[src/ttt_pkg.sv]
// Shared types, constants and line helpers for the tic-tac-toe core; used by scoped name
package ttt_pkg;

    // ====================
    // Basic game types
    // ====================

    // One bit per square, row-major, set where the player owns it
    typedef logic [8:0] board_t;
    typedef logic [3:0] square_idx_t;
    typedef logic [1:0] grid_pos_t;

    typedef struct packed {
        logic left;
        logic right;
        logic up;
        logic down;
        logic play;
    } buttons_t;

    // Single-cycle play request at a square
    typedef struct packed {
        logic        valid;
        square_idx_t sq;
    } play_cmd_t;

    typedef struct packed {
        board_t    board_x;
        board_t    board_o;
        grid_pos_t cursor_row;
        grid_pos_t cursor_col;
        logic      x_turn;
        logic      win_x;
        logic      win_o;
        logic      tie;
    } game_status_t;

    localparam int NUM_SQUARES = 9;
    localparam int GRID_MAX    = 2;
    localparam int CENTER_SQ   = 4;
    localparam int NUM_LINES   = 8;

    // Rows, then columns, then the two diagonals
    localparam square_idx_t WIN_LINES [NUM_LINES][3] = '{
        '{4'd0, 4'd1, 4'd2}, '{4'd3, 4'd4, 4'd5}, '{4'd6, 4'd7, 4'd8},
        '{4'd0, 4'd3, 4'd6}, '{4'd1, 4'd4, 4'd7}, '{4'd2, 4'd5, 4'd8},
        '{4'd0, 4'd4, 4'd8}, '{4'd2, 4'd4, 4'd6}
    };

    // High when any of the eight lines is fully owned
    function automatic logic has_line(board_t b);
        logic hit;
        hit = 1'b0;
        for (int i = 0; i < NUM_LINES; i++) begin
            hit |= b[WIN_LINES[i][0]] & b[WIN_LINES[i][1]] & b[WIN_LINES[i][2]];
        end
        return hit;
    endfunction

    // One-hot mask of a single square
    function automatic board_t sq_mask(square_idx_t sq);
        return board_t'(1) << sq;
    endfunction

endpackage

[src/button_decode.sv]
// Button edge detection, wrapping cursor and play command generation for the game core
module button_decode #(
    parameter int NUM_BUTTONS = 5
) (
    input  logic                 clk,
    input  logic                 rst,
    input  ttt_pkg::buttons_t    buttons,
    output ttt_pkg::play_cmd_t   play_cmd,
    output ttt_pkg::grid_pos_t   cursor_row,
    output ttt_pkg::grid_pos_t   cursor_col
);

    // Sampled level, previous level and registered rising-edge pulses
    logic [NUM_BUTTONS-1:0] btn_q;
    logic [NUM_BUTTONS-1:0] btn_prev;
    logic [NUM_BUTTONS-1:0] edge_q;
    ttt_pkg::buttons_t      edge_s;

    assign edge_s = ttt_pkg::buttons_t'(edge_q);

    // ====================
    // Edge detection
    // ====================
    always_ff @(posedge clk) begin
        if (rst) begin
            btn_q    <= '0;
            btn_prev <= '0;
            edge_q   <= '0;
        end else begin
            btn_q    <= buttons;
            btn_prev <= btn_q;
            // One pulse per press, a held button stays quiet
            edge_q   <= btn_q & ~btn_prev;
        end
    end

    // ====================
    // Cursor movement
    // ====================
    always_ff @(posedge clk) begin
        if (rst) begin
            cursor_row <= '0;
            cursor_col <= '0;
        end else begin
            // Up takes priority over down if both pulse together
            if (edge_s.up) begin
                cursor_row <= (cursor_row == 2'd0) ? 2'(ttt_pkg::GRID_MAX) : cursor_row - 2'd1;
            end else if (edge_s.down) begin
                cursor_row <= (cursor_row == 2'(ttt_pkg::GRID_MAX)) ? 2'd0 : cursor_row + 2'd1;
            end
            if (edge_s.left) begin
                cursor_col <= (cursor_col == 2'd0) ? 2'(ttt_pkg::GRID_MAX) : cursor_col - 2'd1;
            end else if (edge_s.right) begin
                cursor_col <= (cursor_col == 2'(ttt_pkg::GRID_MAX)) ? 2'd0 : cursor_col + 2'd1;
            end
        end
    end

    // Play uses the cursor as it stands before this cycle's move
    assign play_cmd.valid = edge_s.play;
    assign play_cmd.sq    = {2'b00, cursor_row} * 4'd3 + {2'b00, cursor_col};

endmodule

[src/board_execute.sv]
// Board and turn owner; applies X moves and fetches O replies over the req/ack handshake
module board_execute (
    input  logic                  clk,
    input  logic                  rst,
    input  ttt_pkg::play_cmd_t    play_cmd,
    input  logic                  game_over,
    input  logic                  move_ack,
    input  ttt_pkg::square_idx_t  move_sq,
    output logic                  move_req,
    output ttt_pkg::board_t       board_x,
    output ttt_pkg::board_t       board_o,
    output logic                  x_turn
);

    typedef enum logic [1:0] {
        ST_X_TURN,
        ST_PEND,
        ST_REQ,
        ST_DONE
    } state_t;

    state_t          state;
    ttt_pkg::board_t x_sel;
    ttt_pkg::board_t next_x;
    ttt_pkg::board_t o_sel;
    logic            accept;
    logic            x_final;
    logic            o_wins;

    // ====================
    // Move qualification
    // ====================
    assign x_sel  = ttt_pkg::sq_mask(play_cmd.sq);
    assign next_x = board_x | x_sel;
    // Only on X's turn, before the end, and onto a free square
    assign accept = play_cmd.valid && (state == ST_X_TURN) && !game_over
                    && ((board_x | board_o) & x_sel) == '0;
    // A winning or board-filling X move needs no reply
    assign x_final = ttt_pkg::has_line(next_x) || (&(next_x | board_o));

    assign o_sel  = ttt_pkg::sq_mask(move_sq);
    assign o_wins = ttt_pkg::has_line(board_o | o_sel);

    // ====================
    // Turn FSM
    // ====================
    always_ff @(posedge clk) begin
        if (rst) begin
            state    <= ST_X_TURN;
            board_x  <= '0;
            board_o  <= '0;
            x_turn   <= 1'b1;
            move_req <= 1'b0;
        end else begin
            case (state)
                ST_X_TURN: begin
                    if (accept) begin
                        board_x <= next_x;
                        x_turn  <= 1'b0;
                        if (x_final) begin
                            state <= ST_DONE;
                        end else if (move_ack) begin
                            // Previous ack still up, wait before a new request
                            state <= ST_PEND;
                        end else begin
                            move_req <= 1'b1;
                            state    <= ST_REQ;
                        end
                    end
                end
                ST_PEND: begin
                    if (!move_ack) begin
                        move_req <= 1'b1;
                        state    <= ST_REQ;
                    end
                end
                ST_REQ: begin
                    // Commit O on the ack cycle and release the request
                    if (move_ack) begin
                        board_o  <= board_o | o_sel;
                        x_turn   <= 1'b1;
                        move_req <= 1'b0;
                        state    <= o_wins ? ST_DONE : ST_X_TURN;
                    end
                end
                ST_DONE: begin
                    state <= ST_DONE;
                end
                default: state <= ST_X_TURN;
            endcase
        end
    end

endmodule

[src/ai_move_search.sv]
// Sequential O move search; ranks each free square by priority and answers the handshake
module ai_move_search (
    input  logic                  clk,
    input  logic                  rst,
    input  logic                  move_req,
    input  ttt_pkg::board_t       board_x,
    input  ttt_pkg::board_t       board_o,
    output logic                  move_ack,
    output ttt_pkg::square_idx_t  move_sq
);

    // Higher rank wins, zero means occupied
    localparam logic [2:0] RANK_NONE   = 3'd0;
    localparam logic [2:0] RANK_EDGE   = 3'd1;
    localparam logic [2:0] RANK_CORNER = 3'd2;
    localparam logic [2:0] RANK_CENTER = 3'd3;
    localparam logic [2:0] RANK_BLOCK  = 3'd4;
    localparam logic [2:0] RANK_WIN    = 3'd5;

    logic                 busy;
    ttt_pkg::square_idx_t scan_idx;
    ttt_pkg::square_idx_t best_sq;
    logic [2:0]           best_rank;
    logic [2:0]           cur_rank;
    ttt_pkg::board_t      cur_sel;
    logic                 take_cur;

    // ====================
    // Rank of the scanned square
    // ====================
    assign cur_sel = ttt_pkg::sq_mask(scan_idx);

    always_comb begin
        // Neither side has a line yet, so a new line means this square completes it
        if (((board_x | board_o) & cur_sel) != '0) begin
            cur_rank = RANK_NONE;
        end else if (ttt_pkg::has_line(board_o | cur_sel)) begin
            cur_rank = RANK_WIN;
        end else if (ttt_pkg::has_line(board_x | cur_sel)) begin
            cur_rank = RANK_BLOCK;
        end else if (scan_idx == 4'(ttt_pkg::CENTER_SQ)) begin
            cur_rank = RANK_CENTER;
        end else if (scan_idx == 4'd0 || scan_idx == 4'd2 || scan_idx == 4'd6
                     || scan_idx == 4'd8) begin
            cur_rank = RANK_CORNER;
        end else begin
            cur_rank = RANK_EDGE;
        end
    end

    // Ascending scan with strict compare keeps the lowest index on ties
    assign take_cur = cur_rank > best_rank;

    // ====================
    // Scan and handshake
    // ====================
    always_ff @(posedge clk) begin
        if (rst) begin
            busy      <= 1'b0;
            move_ack  <= 1'b0;
            scan_idx  <= '0;
            best_rank <= RANK_NONE;
        end else if (busy) begin
            if (take_cur) begin
                best_sq   <= scan_idx;
                best_rank <= cur_rank;
            end
            if (scan_idx == 4'(ttt_pkg::NUM_SQUARES - 1)) begin
                busy     <= 1'b0;
                move_ack <= 1'b1;
                move_sq  <= take_cur ? scan_idx : best_sq;
            end else begin
                scan_idx <= scan_idx + 4'd1;
            end
        end else if (move_ack) begin
            // Hold the answer until the request is withdrawn
            if (!move_req) begin
                move_ack <= 1'b0;
            end
        end else if (move_req) begin
            busy      <= 1'b1;
            scan_idx  <= '0;
            best_rank <= RANK_NONE;
        end
    end

endmodule

[src/game_result.sv]
// Registered win and tie detection with sticky flags and the combined game over signal
module game_result (
    input  logic             clk,
    input  logic             rst,
    input  ttt_pkg::board_t  board_x,
    input  ttt_pkg::board_t  board_o,
    output logic             win_x,
    output logic             win_o,
    output logic             tie,
    output logic             game_over
);

    logic line_x;
    logic line_o;
    logic full;

    // ====================
    // Line evaluation
    // ====================
    assign line_x = ttt_pkg::has_line(board_x);
    assign line_o = ttt_pkg::has_line(board_o);
    assign full   = &(board_x | board_o);

    // ====================
    // Sticky flags
    // ====================
    always_ff @(posedge clk) begin
        if (rst) begin
            win_x <= 1'b0;
            win_o <= 1'b0;
            tie   <= 1'b0;
        end else if (!game_over) begin
            // X first, then O, tie only with no completed line
            if (line_x) begin
                win_x <= 1'b1;
            end else if (line_o) begin
                win_o <= 1'b1;
            end else if (full) begin
                tie <= 1'b1;
            end
        end
    end

    // Seen by the execute stage in the same cycle as the flags
    assign game_over = win_x | win_o | tie;

endmodule

[src/ttt_top.sv]
// Top level of the tic-tac-toe core; joins decode, execute, search and result into a status
module ttt_top (
    input  logic                    clk,
    input  logic                    rst,
    input  ttt_pkg::buttons_t       buttons,
    output ttt_pkg::game_status_t   status
);

    ttt_pkg::play_cmd_t   play_cmd;
    ttt_pkg::grid_pos_t   cursor_row;
    ttt_pkg::grid_pos_t   cursor_col;
    ttt_pkg::board_t      board_x;
    ttt_pkg::board_t      board_o;
    ttt_pkg::square_idx_t move_sq;
    logic                 move_req;
    logic                 move_ack;
    logic                 x_turn;
    logic                 win_x;
    logic                 win_o;
    logic                 tie;
    logic                 game_over;

    // ====================
    // Core blocks
    // ====================
    button_decode #(
        .NUM_BUTTONS($bits(ttt_pkg::buttons_t))
    ) u_decode (
        .clk(clk), .rst(rst), .buttons(buttons), .play_cmd(play_cmd),
        .cursor_row(cursor_row), .cursor_col(cursor_col)
    );

    board_execute u_execute (
        .clk(clk), .rst(rst), .play_cmd(play_cmd), .game_over(game_over),
        .move_ack(move_ack), .move_sq(move_sq), .move_req(move_req),
        .board_x(board_x), .board_o(board_o), .x_turn(x_turn)
    );

    // O reply search over the four-phase handshake
    ai_move_search u_search (
        .clk(clk), .rst(rst), .move_req(move_req), .board_x(board_x),
        .board_o(board_o), .move_ack(move_ack), .move_sq(move_sq)
    );

    game_result u_result (
        .clk(clk), .rst(rst), .board_x(board_x), .board_o(board_o),
        .win_x(win_x), .win_o(win_o), .tie(tie), .game_over(game_over)
    );

    assign status = '{board_x: board_x, board_o: board_o, cursor_row: cursor_row,
                      cursor_col: cursor_col, x_turn: x_turn, win_x: win_x,
                      win_o: win_o, tie: tie};

endmodule

[config.mk]
export PLATFORM = sky130hd
export DESIGN_NAME = ttt_top
export DESIGN_NICKNAME = d
export VERILOG_FILES = /design/src/ttt_pkg.sv /design/src/button_decode.sv /design/src/board_execute.sv /design/src/ai_move_search.sv /design/src/game_result.sv /design/src/ttt_top.sv
export SDC_FILE = /design/constraint.sdc
export NUM_CORES = 1
export LEC_CHECK = 0
export BUFFER_PORTS_ARGS = -buffer_cell sky130_fd_sc_hd__clkbuf_2
export CORE_MARGIN = 8
export CORE_UTILIZATION = 50
export CTS_BUF_LIST = sky130_fd_sc_hd__clkbuf_8
export DETAILED_ROUTE_END_ITERATION = 16
export GPL_ROUTABILITY_DRIVEN = 1
export PLACE_DENSITY = 0.71
export SYNTH_ARGS = -nofsm -noshare
export SYNTH_HDL_FRONTEND = slang
export SYNTH_SLANG_ARGS = --single-unit
[constraint.sdc]
create_clock -name clk -period 4.1 [get_ports clk]
set_input_delay 0.205 -clock clk [delete_from_list [all_inputs] [get_ports clk]]
set_output_delay 0.205 -clock clk [all_outputs]
set_load 0.005 [all_outputs]
* Word-level counts from Yosys, hierarchy flattened
Cells that the tools add are included.
Storage, ports and cells: output and inout bits 26, word-level logic and storage cells 277, register bits 61, input bits 7
Operators by class: equality and inequality tests 17, reduce and logical (&&, ||, !) cells 32, shift-type cells 3, magnitude comparators 1, add/subtract/negate cells 6, multiply operators 1, bitwise gates (word level) 154, multiplexer cells 44
Operators with widths (count):
- AND 1 bit | 96
- bitwise OR 9 bit | 6
- bitwise OR 1 bit | 44
- 2-to-1 mux 2 bit | 15
- left shift 1 x 4 -> 9 bit, first input constant | 3
- 2-to-1 mux 3 bit | 8
- 2-to-1 mux 4 bit | 5
- AND 9 bit | 2
- AND reduction 3 bit | 6
- 2-to-1 mux 1 bit | 13
- != test 2 bit, second input constant | 6
- AND reduction 12 bit | 1
- zero test 9 bit | 1
- AND reduction 9 bit | 1
- nonzero test 9 bit | 1
- equality test 2 bit, second input constant | 4
- equality test 4 x 3 -> 1 bit, second input constant | 2
- case mux 2 bit (4 select lines) | 1
- AND reduction 2 bit | 4
- nonzero test 2 bit | 4
- zero test 2 bit | 3
- AND 5 bit | 1
- NOT 5 bit | 1
- adder 2 x 1 -> 2 bit, second input constant | 2
- other kinds (18) | 28

* Depth between registers and ports, before layout
depth in word-level cells 17, depth in mapped cells 16, depth with buffers taken out 15

* Modules after synthesis
A second synthesis with hierarchy kept.
Second synthesis, totals: cells, all modules 465, area total of the unflattened synthesis 3993.8 sq um
By module, submodules not included:
- board_execute | seq. area each 440.4 sq um, area each 1537.7 sq um, cells an instance 196, instances 1
- ai_move_search | seq. area each 420.4 sq um, area each 1368.8 sq um, cells an instance 164, instances 1
- button_decode | seq. area each 380.4 sq um, area each 762.0 sq um, cells an instance 68, instances 1
- game_result | seq. area each 60.1 sq um, area each 295.3 sq um, cells an instance 33, instances 1
- ttt_top | seq. area each 0.0 sq um, area each 30.0 sq um, cells an instance 4, instances 1

* Worst setup path after synthesis
Ideal clock, no wire load.
kind register to register, from register u_search.scan_idx[0] (netlist name), to register u_search.best_sq[2] (data pin), library setup time 0.262 ns, data required time 3.838 ns, arrival 3.271 ns, path slack 0.566 ns, stages on the path, launching flop included 14, path buffers 1, clock period less this slack 3.534 ns, path through dfxtp_1 inv_1 ha_1 buf_2 and3b_1 o21a_1 o32a_1 or4b_4 nor3_1 ha_1 nor2b_1 o21ai_0 a32oi_1 mux2_2
RTL lines:
- to (signal assigned) | line ai_move_search.sv:65 | best_sq <= scan_idx;
- to (decl) | line ai_move_search.sv:22 | ttt_pkg::square_idx_t best_sq;

==> results.yml <==
power:
  p_switching_uw: 530
  p_clk_share_pct: 34.9
  intPower_uw: 1010
  combPwrFrac_pct: 21.5
  p_leak_uw: 0.00163
  cellPowerDensity_nw_per_um2: 350
  p_sw_share_pct: 34.3
  pwr-share-seq_pct: 43.5
  ir_drop_uv: 179
sta:
  setup_viol: 0
  period_needed_ps: 3900
  worst_slew_pin_slew_ps: 656
  rsz0062_at_grt: "no"
  fin_crit_sh_pct: 95.0
  slew_violations: 0
  maxSlewHeadroom_pct: 55.9
  max_freq_ghz: 0.257
  fin_skew_ps: 12.0
  finalHoldViolCount: 0
  tns_ps: 0
layout:
  design_area_um2: 4420
  layout_commonest_cell: "nor2_1"
  layout.nets: 536
  ff_latch_area_um2: 1300
  multi_input_area_um2: 2460
  area_growth_pct: 9.02
  num_antenna_cells: 0
  drive_gt1_share_pct: 16.0
  nFillCells: 761
  final_cell_mix: "nor2_1 (56), dfxtp_1 (52), o21ai_0 (36)"
global_routing:
  antenna_found_initial: 0
  grt_max_degree: 47
  first_global_vias: 3688
  gr-usage-all-layers_pct: 19.5
  grt_first_pass_wirelength_um: 18000
  overflow: 0
synthesis:
  seq_area_frac_synth_pct: 32.1
  syn_inst: 496
  synth.ff_latch_count: 61
  avgSynthCellArea_um2: 8.17
  netlist_top_cells_area: "dfxtp_1 (26%), ha_1 (6.5%), edfxtp_1 (5.9%)"
  yosysTopAreaCell: "dfxtp_1"
  yosysWarnings: 0
  synth_edf_count: 8
  synth_top_area_share_pct: 26.2
  syn_area_um2: 4050
  syn_nets: 526
  async_flop_share_pct: 0
  ys.flop_type: "dfxtp_1"
  ys_types: 75
setup_path:
  worst_ep_required_time_ps: 4200
  r2r_cells: 13
  crit_fanout: 12
  worstReg2RegEnd: "u_search.best_sq[0]"
  path_cells: "inv_1 > ha_1 > nor3b_1 > o21ai_0 > a31oi_1 > nor4_2 > or4b_4 > nor3_1 > ha_1 > nor2b_1 > o21ai_0 > a32oi_2 > mux2_2"
  max_stage_delay_ps: 530
  crit_path_end_kind: "register"
  cp_slowest_cell: "or4b_4"
  arrival_ps: 4000
  cp-start-kind: "register"
  reg2reg_slack_ps: 200
  crit_type: "register to register"
  reg2reg_from: "u_search.scan_idx[1]"
outcome:
  outcome: "completed"
drt:
  dr.max_layer_used: "met4"
  vias: 3883
  drc: 0
  drtPass1Iterations: 5
  wl_per_cell_um: 18.0
  drt_iter0_drc: 368
  routed-wl-met3_um: 902
  wl_met1_um: 4830
  postRouteWirelength_um: 11100
  antenna_left: 0
  wl_met2_um: 5080
  via_per_inst: 6.30
clocking:
  htreeDepth: 3
  clk_pin_slew_ps: 90
  cts_resized: 0
  clock-sinks: 61
  clock_latency_ps: 360
  post-cts-setup-buffers: 0
  cts_hold_buf: 0
  clk_path_buf_depth: 2
  numCtsBuffers: 9
  cts-root-buf: "clkbuf_8"
  cts_tree: "built"
die:
  io_pins: 33
  die_h_um: 106
  core_um2: 8050
  die-width_um: 106
  start_util_pct: 50.3
  rows: 33
  die_area_um2: 11200
min_path:
  hp-class: "input port to register"
  hold_depth: 2
  worstHoldStart: "buttons[0]"
  hold_end: "u_decode.btn_q[0]"
placement:
  io_buffers: 32
  gp_routability_congestion: 0.957
  dpl_cell_area_um2: 4220
  hpwlAfterDp_um: 7660
flow_run:
  maxCapViolations: 0
power groups by stage:
stage	logic, uW	registers (uW)	clock network [uW]
after floorplan	257	674	0
after CTS	320	671	541
after detailed placement	316	685	0
after global routing	366	676	572
after global placement	304	684	0
final	332	673	539
cell families after synthesis:
group | share of synthesized area (%)
AOI/OAI and AO/OA | 24.4
xor gates and xnor gates | 0.216
adders and majority gates | 7.47
buffers and inverters | 7.38
DFF | 32.1
muxes | 2.87
and+or+nand+nor | 25.5
layout make-up:
class,instances,share of cell area [%]
repair buffers,44,5.67
flip-flops and latches,61,29.5
well taps,105,2.97
clock buffers,9,2.80
clock inverters,7,1.42
multi-input cells,368,55.8
inverters,22,1.87
through the flow:
step / utilization (%) / cells / power [uW] / hold slack [ps] / setup WS [ps]
floorplan: - / 496 / 930 / 333 / 566
CTS: 54.7 / 616 / 1530 / 42.9 / 121
finish: 54.9 / 616 / 1540 / 44.8 / 205
global route: 54.9 / 616 / 1610 / 46.0 / 30.0
global placement: 52.4 / 600 / 988 / 371 / 269
detailed placement: 52.4 / 600 / 1000 / 373 / 151
cells in the mapped netlist, types with 6 or more instances:
cell type  number
buf_2          11
nand2b_1        6
a21oi_1        35
edfxtp_1        8
dfxtp_1        53
nand3_1         9
nand2_1        22
nor3_1         14
inv_1          22
a31oi_1        14
clkbuf_1       27
a22o_1         10
nor2_1         56
mux2i_1         6
nor2b_1        23
o22ai_1         6
o21ai_0        36
ha_1           21
state kept, by name (all words and copies together), names as in the netlist:
name,cells
u_execute.state,2
u_search.busy,1
u_search.move_sq,4
u_decode.cursor_col,2
u_search.best_rank,3
u_decode.cursor_row,2
u_decode.edge_q,5
u_result.win_x,1
u_result.tie,1
u_search.best_sq,4
u_decode.btn_prev,5
u_execute.board_x,9
u_search.scan_idx,4
u_execute.board_o,9
u_result.win_o,1
u_search.move_ack,1
u_execute.move_req,1
u_execute.x_turn,1
u_decode.btn_q,5
metal layers:
| metal | track usage, % | vias to the layer above |
|---|---|---|
| met5 | 0 | - |
| met1 | 25.1 | 1818 |
| li1 | - | 1828 |
| met2 | 31.1 | 205 |
| met4 | 8.94 | 0 |
| met3 | 3.69 | 32 |
critical path: cells and delay by family, from the launching register on:
kind | cells | cell delay (ps)
DFF | 1 | 430
muxes | 1 | 400
and+or+nand+nor | 5 | 1390
adders and majority gates | 2 | 500
AOI/OAI and AO/OA | 4 | 830
buffers and inverters | 1 | 90
worst max-delay path by stage:
stage                          from                   to  slack [ps]  cells after the start
2_1_floorplan  u_search.scan_idx[0]  u_search.best_sq[2]         570                     13
3_3_place_gp   u_search.scan_idx[0]  u_search.move_sq[3]         270                     13
3_5_place_dp   u_search.scan_idx[0]  u_search.best_sq[0]         150                     13
4_1_cts        u_search.scan_idx[0]  u_search.best_sq[3]         120                     13
5_1_grt        u_search.scan_idx[1]  u_search.best_sq[3]          30                     13
6_report       u_search.scan_idx[1]  u_search.best_sq[0]         200                     13
Power figures use the tool's default switching activity.
